### src/hw/stream_route_pkg.sv
// ==============================
// Shared types and constants for the two-way stream router
// The beat struct is 23 bits and must match on every stream port
// Wishbone words are 16 bits wide with four word addresses
// Counter width equals the Wishbone data width so counts read back whole
// ==============================

package stream_route_pkg;

    localparam int DATA_WIDTH    = 16;
    localparam int USER_WIDTH    = 4;
    localparam int DEST_WIDTH    = 2;
    localparam int COUNT_WIDTH   = 16;
    localparam int WB_ADDR_WIDTH = 2;
    localparam int WB_DATA_WIDTH = 16;

    // Register word addresses
    localparam logic [WB_ADDR_WIDTH-1:0] ADDR_CTRL   = 2'd0;
    localparam logic [WB_ADDR_WIDTH-1:0] ADDR_STATUS = 2'd1;
    localparam logic [WB_ADDR_WIDTH-1:0] ADDR_COUNT0 = 2'd2;
    localparam logic [WB_ADDR_WIDTH-1:0] ADDR_COUNT1 = 2'd3;

    // Bit positions in the control word
    localparam int CTRL_ENABLE_BIT = 0;
    localparam int CTRL_SELECT_BIT = 1;

    // One stream beat with its side-band fields
    typedef struct packed {
        logic [DATA_WIDTH-1:0] data;
        logic [DEST_WIDTH-1:0] dest;
        logic [USER_WIDTH-1:0] user;
        logic                  last;
    } stream_beat_t;

    // Wishbone classic request from the master
    typedef struct packed {
        logic                     cyc;
        logic                     stb;
        logic                     we;
        logic [WB_ADDR_WIDTH-1:0] adr;
        logic [WB_DATA_WIDTH-1:0] dat_w;
    } wb_req_t;

    // Wishbone classic response from the slave
    typedef struct packed {
        logic                     ack;
        logic [WB_DATA_WIDTH-1:0] dat_r;
    } wb_rsp_t;

    // Routing configuration as written by software
    typedef struct packed {
        logic enable;
        logic select;
    } route_cfg_t;

    typedef enum logic {
        IDLE   = 1'b0,
        PACKET = 1'b1
    } route_state_t;

endpackage

### src/hw/packet_counter.sv
// ==============================
// Delivered packet counters, one per output
// Counts saturate at all ones until cleared
// A clear in the same cycle as a done pulse wins
// ==============================

`timescale 1ns/1ps

module packet_counter (
    input  logic                                       clock,
    input  logic                                       rst_n,
    input  logic                                       done0,
    input  logic                                       done1,
    input  logic                                       clear0,
    input  logic                                       clear1,
    output logic [stream_route_pkg::COUNT_WIDTH-1:0]   count0,
    output logic [stream_route_pkg::COUNT_WIDTH-1:0]   count1
);

    logic [1:0]                                done;
    logic [1:0]                                clear;
    logic [stream_route_pkg::COUNT_WIDTH-1:0]  count_q [2];

    assign done  = {done1, done0};
    assign clear = {clear1, clear0};

    for (genvar i = 0; i < 2; i++) begin : gen_count
        always_ff @(posedge clock or negedge rst_n) begin
            if (!rst_n) begin
                count_q[i] <= '0;
            end else if (clear[i]) begin
                count_q[i] <= '0;
            end else if (done[i] && (count_q[i] != '1)) begin
                count_q[i] <= count_q[i] + 1'b1;
            end
        end
    end

    assign count0 = count_q[0];
    assign count1 = count_q[1];

endmodule

### src/hw/stream_selector.sv
// ==============================
// Registered one-to-two stream selector
// Each output has its own holding register, so both may hold a beat
// Input ready follows the granted output only
// Dest is carried along and does not steer the beat
// ==============================

`timescale 1ns/1ps

module stream_selector (
    input  logic                           clock,
    input  logic                           rst_n,
    input  logic                           grant,
    input  logic                           active_select,
    input  logic                           s_valid,
    input  stream_route_pkg::stream_beat_t s_beat,
    output logic                           s_ready,
    output logic                           m0_valid,
    output stream_route_pkg::stream_beat_t m0_beat,
    input  logic                           m0_ready,
    output logic                           m1_valid,
    output stream_route_pkg::stream_beat_t m1_beat,
    input  logic                           m1_ready,
    output logic                           in_last_accepted,
    output logic                           done0,
    output logic                           done1
);

    logic [1:0]                     hold_valid;
    stream_route_pkg::stream_beat_t hold_beat [2];
    logic [1:0]                     out_ready;
    logic [1:0]                     can_take;
    logic [1:0]                     load;
    logic [1:0]                     leave_last;
    logic                           accept;

    assign out_ready = {m1_ready, m0_ready};

    // A register can take a beat when empty or draining in this cycle
    assign can_take = ~hold_valid | out_ready;
    assign s_ready  = grant && can_take[active_select];
    assign accept   = s_valid && s_ready;
    assign load     = {accept && active_select, accept && !active_select};

    assign in_last_accepted = accept && s_beat.last;

    for (genvar i = 0; i < 2; i++) begin : gen_hold
        always_ff @(posedge clock or negedge rst_n) begin
            if (!rst_n) begin
                hold_valid[i] <= 1'b0;
            end else if (load[i]) begin
                hold_valid[i] <= 1'b1;
            end else if (out_ready[i]) begin
                hold_valid[i] <= 1'b0;
            end
        end

        always_ff @(posedge clock) begin
            if (load[i]) begin
                hold_beat[i] <= s_beat;
            end
        end

        assign leave_last[i] = hold_valid[i] && out_ready[i] && hold_beat[i].last;

        held_beat_stable: assert property (
            @(posedge clock) disable iff (!rst_n)
            hold_valid[i] && !out_ready[i] |=> hold_valid[i] && $stable(hold_beat[i])
        ) else $error("Output %0d changed a stalled beat", i);
    end

    assign m0_valid = hold_valid[0];
    assign m0_beat  = hold_beat[0];
    assign m1_valid = hold_valid[1];
    assign m1_beat  = hold_beat[1];
    assign done0    = leave_last[0];
    assign done1    = leave_last[1];

    // Between packets the input must stay closed
    no_ready_without_grant: assert property (
        @(posedge clock) disable iff (!rst_n)
        !grant |-> !s_ready
    ) else $error("Input ready raised without grant");

endmodule

### src/hw/route_ctrl_fsm.sv
// ==============================
// Packet boundary control for the router
// The destination is sampled only when a packet starts
// A select change in mid-packet applies to the next packet
// Clearing enable lets the current packet finish
// ==============================

`timescale 1ns/1ps

module route_ctrl_fsm (
    input  logic                           clock,
    input  logic                           rst_n,
    input  stream_route_pkg::route_cfg_t   cfg,
    input  logic                           s_valid,
    input  logic                           in_last_accepted,
    output logic                           grant,
    output logic                           active_select,
    output logic                           busy
);

    stream_route_pkg::route_state_t state;
    stream_route_pkg::route_state_t state_next;
    logic                           start;

    // A packet may only start from idle with the router enabled
    assign start = (state == stream_route_pkg::IDLE) && s_valid && cfg.enable;

    always_comb begin
        state_next = state;
        case (state)
            stream_route_pkg::IDLE: begin
                if (start) begin
                    state_next = stream_route_pkg::PACKET;
                end
            end
            stream_route_pkg::PACKET: begin
                // The last beat closes the packet on the edge it is taken
                if (in_last_accepted) begin
                    state_next = stream_route_pkg::IDLE;
                end
            end
            default: state_next = stream_route_pkg::IDLE;
        endcase
    end

    always_ff @(posedge clock or negedge rst_n) begin
        if (!rst_n) begin
            state         <= stream_route_pkg::IDLE;
            active_select <= 1'b0;
        end else begin
            state <= state_next;
            if (start) begin
                active_select <= cfg.select;
            end
        end
    end

    // Input is granted for the whole packet and nowhere else
    assign grant = (state == stream_route_pkg::PACKET);
    assign busy  = (state == stream_route_pkg::PACKET);

    // A packet must leave through one output only
    select_stable_in_packet: assert property (
        @(posedge clock) disable iff (!rst_n)
        (state == stream_route_pkg::PACKET) |=> $stable(active_select)
    ) else $error("Active select changed inside a packet");

endmodule

### src/hw/route_regs.sv
// ==============================
// Wishbone classic register block for the router
// Single cycles only, no bursts and no error response
// Ack follows one cycle after cyc and stb, and never two in a row
// Any write to a count address clears that count and its data is ignored
// STATUS is read-only and writes to it are acknowledged and dropped
// ==============================

`timescale 1ns/1ps

module route_regs (
    input  logic                                          clock,
    input  logic                                          rst_n,
    input  stream_route_pkg::wb_req_t                     wb_req,
    output stream_route_pkg::wb_rsp_t                     wb_rsp,
    output stream_route_pkg::route_cfg_t                  cfg,
    input  logic                                          busy,
    input  logic                                          active_select,
    input  logic [stream_route_pkg::COUNT_WIDTH-1:0]      count0,
    input  logic [stream_route_pkg::COUNT_WIDTH-1:0]      count1,
    output logic                                          clear0,
    output logic                                          clear1
);

    logic                                         ack_q;
    logic [stream_route_pkg::WB_DATA_WIDTH-1:0]   dat_r_q;
    logic [stream_route_pkg::WB_DATA_WIDTH-1:0]   rd_data;
    logic                                         access;

    // A new access is one that has not been acknowledged yet
    assign access = wb_req.cyc && wb_req.stb && !ack_q;

    always_comb begin
        rd_data = '0;
        case (wb_req.adr)
            stream_route_pkg::ADDR_CTRL: begin
                rd_data[stream_route_pkg::CTRL_ENABLE_BIT] = cfg.enable;
                rd_data[stream_route_pkg::CTRL_SELECT_BIT] = cfg.select;
            end
            stream_route_pkg::ADDR_STATUS: begin
                rd_data[0] = busy;
                rd_data[1] = active_select;
            end
            stream_route_pkg::ADDR_COUNT0: rd_data = count0;
            stream_route_pkg::ADDR_COUNT1: rd_data = count1;
            default: rd_data = '0;
        endcase
    end

    always_ff @(posedge clock or negedge rst_n) begin
        if (!rst_n) begin
            ack_q  <= 1'b0;
            cfg    <= '0;
            clear0 <= 1'b0;
            clear1 <= 1'b0;
        end else begin
            ack_q  <= access;
            // Clear pulses line up with the ack of the write
            clear0 <= access && wb_req.we && (wb_req.adr == stream_route_pkg::ADDR_COUNT0);
            clear1 <= access && wb_req.we && (wb_req.adr == stream_route_pkg::ADDR_COUNT1);
            if (access && wb_req.we && (wb_req.adr == stream_route_pkg::ADDR_CTRL)) begin
                cfg.enable <= wb_req.dat_w[stream_route_pkg::CTRL_ENABLE_BIT];
                cfg.select <= wb_req.dat_w[stream_route_pkg::CTRL_SELECT_BIT];
            end
        end
    end

    // Read data is captured when a read is first seen and held through its ack
    always_ff @(posedge clock) begin
        if (access && !wb_req.we) begin
            dat_r_q <= rd_data;
        end
    end

    assign wb_rsp.ack   = ack_q;
    assign wb_rsp.dat_r = dat_r_q;

    // The master must see a low ack between accesses
    ack_single_cycle: assert property (
        @(posedge clock) disable iff (!rst_n)
        wb_rsp.ack |=> !wb_rsp.ack
    ) else $error("Wishbone ack held high for two cycles");

endmodule

### src/hw/stream_router_top.sv
// ==============================
// Packet-aware two-way stream router
// One input stream, two output streams, Wishbone classic control
// A packet always leaves on a single output
// ==============================

`timescale 1ns/1ps

module stream_router_top (
    input  logic                           clock,
    input  logic                           rst_n,
    input  stream_route_pkg::wb_req_t      wb_req,
    output stream_route_pkg::wb_rsp_t      wb_rsp,
    input  logic                           s_valid,
    input  stream_route_pkg::stream_beat_t s_beat,
    output logic                           s_ready,
    output logic                           m0_valid,
    output stream_route_pkg::stream_beat_t m0_beat,
    input  logic                           m0_ready,
    output logic                           m1_valid,
    output stream_route_pkg::stream_beat_t m1_beat,
    input  logic                           m1_ready
);

    stream_route_pkg::route_cfg_t               cfg;
    logic                                       grant;
    logic                                       active_select;
    logic                                       busy;
    logic                                       in_last_accepted;
    logic                                       done0;
    logic                                       done1;
    logic                                       clear0;
    logic                                       clear1;
    logic [stream_route_pkg::COUNT_WIDTH-1:0]   count0;
    logic [stream_route_pkg::COUNT_WIDTH-1:0]   count1;

    route_regs route_regs_inst (
        .clock         (clock),
        .rst_n         (rst_n),
        .wb_req        (wb_req),
        .wb_rsp        (wb_rsp),
        .cfg           (cfg),
        .busy          (busy),
        .active_select (active_select),
        .count0        (count0),
        .count1        (count1),
        .clear0        (clear0),
        .clear1        (clear1)
    );

    route_ctrl_fsm route_ctrl_fsm_inst (
        .clock            (clock),
        .rst_n            (rst_n),
        .cfg              (cfg),
        .s_valid          (s_valid),
        .in_last_accepted (in_last_accepted),
        .grant            (grant),
        .active_select    (active_select),
        .busy             (busy)
    );

    packet_counter packet_counter_inst (
        .clock  (clock),
        .rst_n  (rst_n),
        .done0  (done0),
        .done1  (done1),
        .clear0 (clear0),
        .clear1 (clear1),
        .count0 (count0),
        .count1 (count1)
    );

    stream_selector stream_selector_inst (
        .clock            (clock),
        .rst_n            (rst_n),
        .grant            (grant),
        .active_select    (active_select),
        .s_valid          (s_valid),
        .s_beat           (s_beat),
        .s_ready          (s_ready),
        .m0_valid         (m0_valid),
        .m0_beat          (m0_beat),
        .m0_ready         (m0_ready),
        .m1_valid         (m1_valid),
        .m1_beat          (m1_beat),
        .m1_ready         (m1_ready),
        .in_last_accepted (in_last_accepted),
        .done0            (done0),
        .done1            (done1)
    );

endmodule

### config.mk
export PLATFORM = sky130hd
export DESIGN_NAME = stream_router_top
export DESIGN_NICKNAME = d
export VERILOG_FILES = /design/src/hw/stream_route_pkg.sv /design/src/hw/packet_counter.sv /design/src/hw/stream_selector.sv /design/src/hw/route_ctrl_fsm.sv /design/src/hw/route_regs.sv /design/src/hw/stream_router_top.sv
export SDC_FILE = /design/constraint.sdc
export NUM_CORES = 1
export LEC_CHECK = 0
export BUFFER_PORTS_ARGS = -buffer_cell sky130_fd_sc_hd__buf_4
export CORE_MARGIN = 1
export CORE_UTILIZATION = 47
export DETAILED_ROUTE_END_ITERATION = 10
export GPL_TIMING_DRIVEN = 1
export PLACE_DENSITY_LB_ADDON = 0.05
export SETUP_SLACK_MARGIN = 0.5
export SYNTH_ARGS = -nofsm -noshare
export SYNTH_HDL_FRONTEND = slang
export SYNTH_SLANG_ARGS = --single-unit
### constraint.sdc
create_clock -name clock -period 1.9 [get_ports clock]
set_input_delay 0.19 -clock clock [delete_from_list [all_inputs] [get_ports clock]]
set_output_delay 0.19 -clock clock [all_outputs]
set_load 0.02 [all_outputs]
==> metrics <==
H-Tree Depth=3; Final Hold Fails=0; via count=3,658; Int Pwr=roughly 4.1 mW; Worst Hold Class=input port to register; Yosys reg bits=103; Crit Path Max Fanout=7; Placer Congestion=0.772; Critical R2R Launch=packet_counter_inst.count0[1]$_DFFE_PN0P_; run status=complete, but fails checks; P_leak=2.77 nW; worst reg2reg path depth=6; first-pass GRT wire length=18.1 mm; Setup CP Type=register to register; Clock Power Share=22.1%; antenna-violating nets left=0; Final Max Tran Viols=0; Worst EP arrival=2.06 ns; CTS Buf Count=9; maxcap violations=0; simple-gate area share of the yosys netlist=around 15%; Ys Warns=0; Crit. Startpoint=packet_counter_inst.count0[1]$_DFFE_PN0P_; CTS root buf=clkbuf_8; CTS tree=yes; RSZ-0062 raised after global routing=true; top_reg_cell synth=edfxtp_1; Post-Synth XOR/XNOR Area=0.203%; Hold Startpoint=wb_req[1]; CP Data Required Time=~2.2 ns; sequential power share=47.8%; Routed WL per cell=19.4 µm; Syn Area/Cell=approximately 13 µm²; clk buf depth=2; Final min period=1.75 ns; post-synth top area share=about 43%; Comb pwr share=a little under a third; Worst Tran Pin Value=0.546 ns; vias per cell=5.68; Synth Net Count=around 380; final setup fails=0; all-layer global routing usage=25.1%; vias in the first global route=3,366; largest family of logic cells by synthesized area=simple AND/OR/NAND/NOR gates; FP Rows=34; # DRC=18; Max-slew headroom=63.6%; net switching power=1.87 mW; Die Span Y=97.8 µm; Initial Util=49.0%; Seq/Total Area, Yosys=67.0%; Clk Latency, worst-skew pair=between 0.3 and 0.4 ns; Cell variety after synth=40; FFs w/ async S/R, synth=39.8%; Mapped Area=about 0.0043 mm²; Pre-antenna DRT Iters=8; post-synthesis compound-gate area fraction=8.47%; count of flip-flops with a built-in enable after synthesis=62; final core occ=77.4%; Critical Path End Type=register; Mapped Cells=325; switching part of the total=31.1%; Tcrit/Tclk final=92.3%; Yosys top cell by area=edfxtp_1; First DRT Iteration DRCs=199; IO Port Bufs=100; die width=slightly below 100 µm; post-synthesis adder-cell area fraction=0.580%; I/O Pins=115; core area=0.00881 mm²; Num Clock Sinks=103; clk slew on worst S/H paths=0.10 ns; antenna violations before repair=0; total congestion overflow=0; largest net degree at the start of global routing=42; DP HPWL=around 6.9 mm; Worst Hold End=route_regs_inst.cfg[0]$_DFFE_PN0P_; WHS Path Cells=2; Final #Nets=582; startpoint types=register; P per Cell Area=882 mW/mm²; Area growth syn-to-layout=58.0%; FMAX=570 MHz; share of cells above drive strength 1=between 50 and 60%; Final Skew=0.0179 ns; die area=0.00956 mm²; R2R Setup Slk=0.15 ns; Setup TNS Final=0 ns; WL final=between 10 and 15 mm; failing checks=DRC; ant diodes=0; multiplexer share of the synthesized area=6.09%; Crit Reg-Reg Endpoint=packet_counter_inst.count0[9]$_DFFE_PN0P_; maximum vdd drop=0.579 mV; top post-synthesis cells by area=edfxtp_1, dfrtp_1, mux2i_1
layout by cell type (no fill, tap or decap), types with 4 or more instances in the layout:
| master | n |
|---|---|
| edfxtp_1 | 62 |
| o21ai_0 | 9 |
| o31ai_1 | 9 |
| clkbuf_8 | 9 |
| dlygate4sd3_1 | 25 |
| or4_4 | 9 |
| and3_1 | 4 |
| a21oi_2 | 15 |
| a21oi_1 | 11 |
| mux2i_1 | 15 |
| nor2_1 | 10 |
| buf_4 | 155 |
| dfrtp_1 | 29 |
| and4bb_4 | 4 |
| or3_1 | 11 |
| nand2_1 | 13 |
| dfrtp_2 | 12 |
| inv_1 | 6 |
| buf_6 | 18 |
| nand4_1 | 9 |
| nand3_4 | 4 |
| buf_16 | 4 |
| nor2b_1 | 17 |
| nand3_1 | 10 |
| or4_1 | 4 |
cell usage after synthesis, drive strengths merged (3+ instances only):
cell and number:
a21oi 26, and3 6, and4 4, buf 10, clkbuf 6, dfrtp 41, edfxtp 62, inv 6
mux2 6, mux2i 15, nand2 16, nand3 13, nand4 9, nor2 12, nor2b 17, nor3 3
nor4 4, o21ai 14, o31ai 13, or3 12, or4 13
sequential cells by signal (all words and copies together) (netlist names):
| signal | cells |
|---|---|
| packet_counter_inst.count0 | 16 |
| packet_counter_inst.count1 | 16 |
| route_ctrl_fsm_inst.active_select | 1 |
| route_ctrl_fsm_inst.busy | 1 |
| route_regs_inst.ack_q | 1 |
| route_regs_inst.cfg | 2 |
| route_regs_inst.clear0 | 1 |
| route_regs_inst.clear1 | 1 |
| route_regs_inst.dat_r_q | 16 |
| stream_selector_inst.hold_beat | 46 |
| stream_selector_inst.m0_valid | 1 |
| stream_selector_inst.m1_valid | 1 |
layer usage:
| layer | wire length (µm) | GRT usage (%) | share of wire [%] |
|---|---|---|---|
| met5 | 0 | 0 | 0 |
| met4 | 218 | 9.44 | 1.7 |
| met3 | 624 | 3.72 | 5.0 |
| met2 | 6310 | 42.4 | 50 |
| met1 | 5360 | 33.2 | 43 |
area by class of cell:
type                       instances  area (µm²)
sequential                       103        2900
fill                             558        1990
timing repair buffer             207        1840
multi-input combinational        204        1730
tap                              108         135
clock buffer                       9         124
clock inverter                     7        62.6
inverter                           6        22.5
per-stage QoR:
step | setup slack, ns | area [µm²] | std cells | total power [mW] | hold slack (ns)
global route | 0.0826 | 6810 | 644 | 6.25 | 0.0396
global placement | 0.118 | 5410 | 538 | 4.09 | 0.220
floorplan | 0.107 | 4430 | 325 | 3.52 | -0.106
CTS | 0.181 | 6350 | 618 | 5.79 | 0.000752
detailed placement | 0.111 | 5410 | 538 | 4.13 | 0.215
finish | 0.146 | 6810 | 644 | 6.01 | 0.0487
worst max path at each step:
stage	end	slack, ns	depth (start not counted)
after floorplan	packet_counter_inst.count0[15]$_DFFE_PN0P_	0.11	6
after global placement	packet_counter_inst.count0[15]$_DFFE_PN0P_	0.12	5
after detailed placement	packet_counter_inst.count0[15]$_DFFE_PN0P_	0.11	5
after CTS	packet_counter_inst.count1[6]$_DFFE_PN0P_	0.18	7
after global routing	packet_counter_inst.count0[9]$_DFFE_PN0P_	0.08	6
final	packet_counter_inst.count0[9]$_DFFE_PN0P_	0.15	6
cell families after synthesis:
family          Yosys count
flops                   103
compound gates           61
fa+ha+maj                 2
buf+inv                  22
simple gates            113
mux                      23
xor+xnor                  1
power by group through the flow:
stage	clock network [mW]	registers [mW]	logic (mW)
6_report	1.33	2.87	1.81
5_1_grt	1.42	2.90	1.93
4_1_cts	1.34	2.86	1.59
3_5_place_dp	0	2.90	1.23
3_3_place_gp	0	2.89	1.20
2_1_floorplan	0	3.11	0.406
what timing repair did:
item	in CTS	in global routing
gates resized for setup	35	54
setup buffers	34	21
hold buffers	23	2
pin swaps	32	28
hold endpoints to repair	83	2
cloned	7	3
endpoints found under the setup margin	79	81
worst max-delay path, stage by stage (launching register included):
cell      delay, ns
dfrtp_1        0.39
ha_2           0.19
and4_4         0.18
and4bb_4       0.25
buf_6          0.13
or4_4          0.42
a21oi_2        0.14
Power figures use the tool's default switching activity.
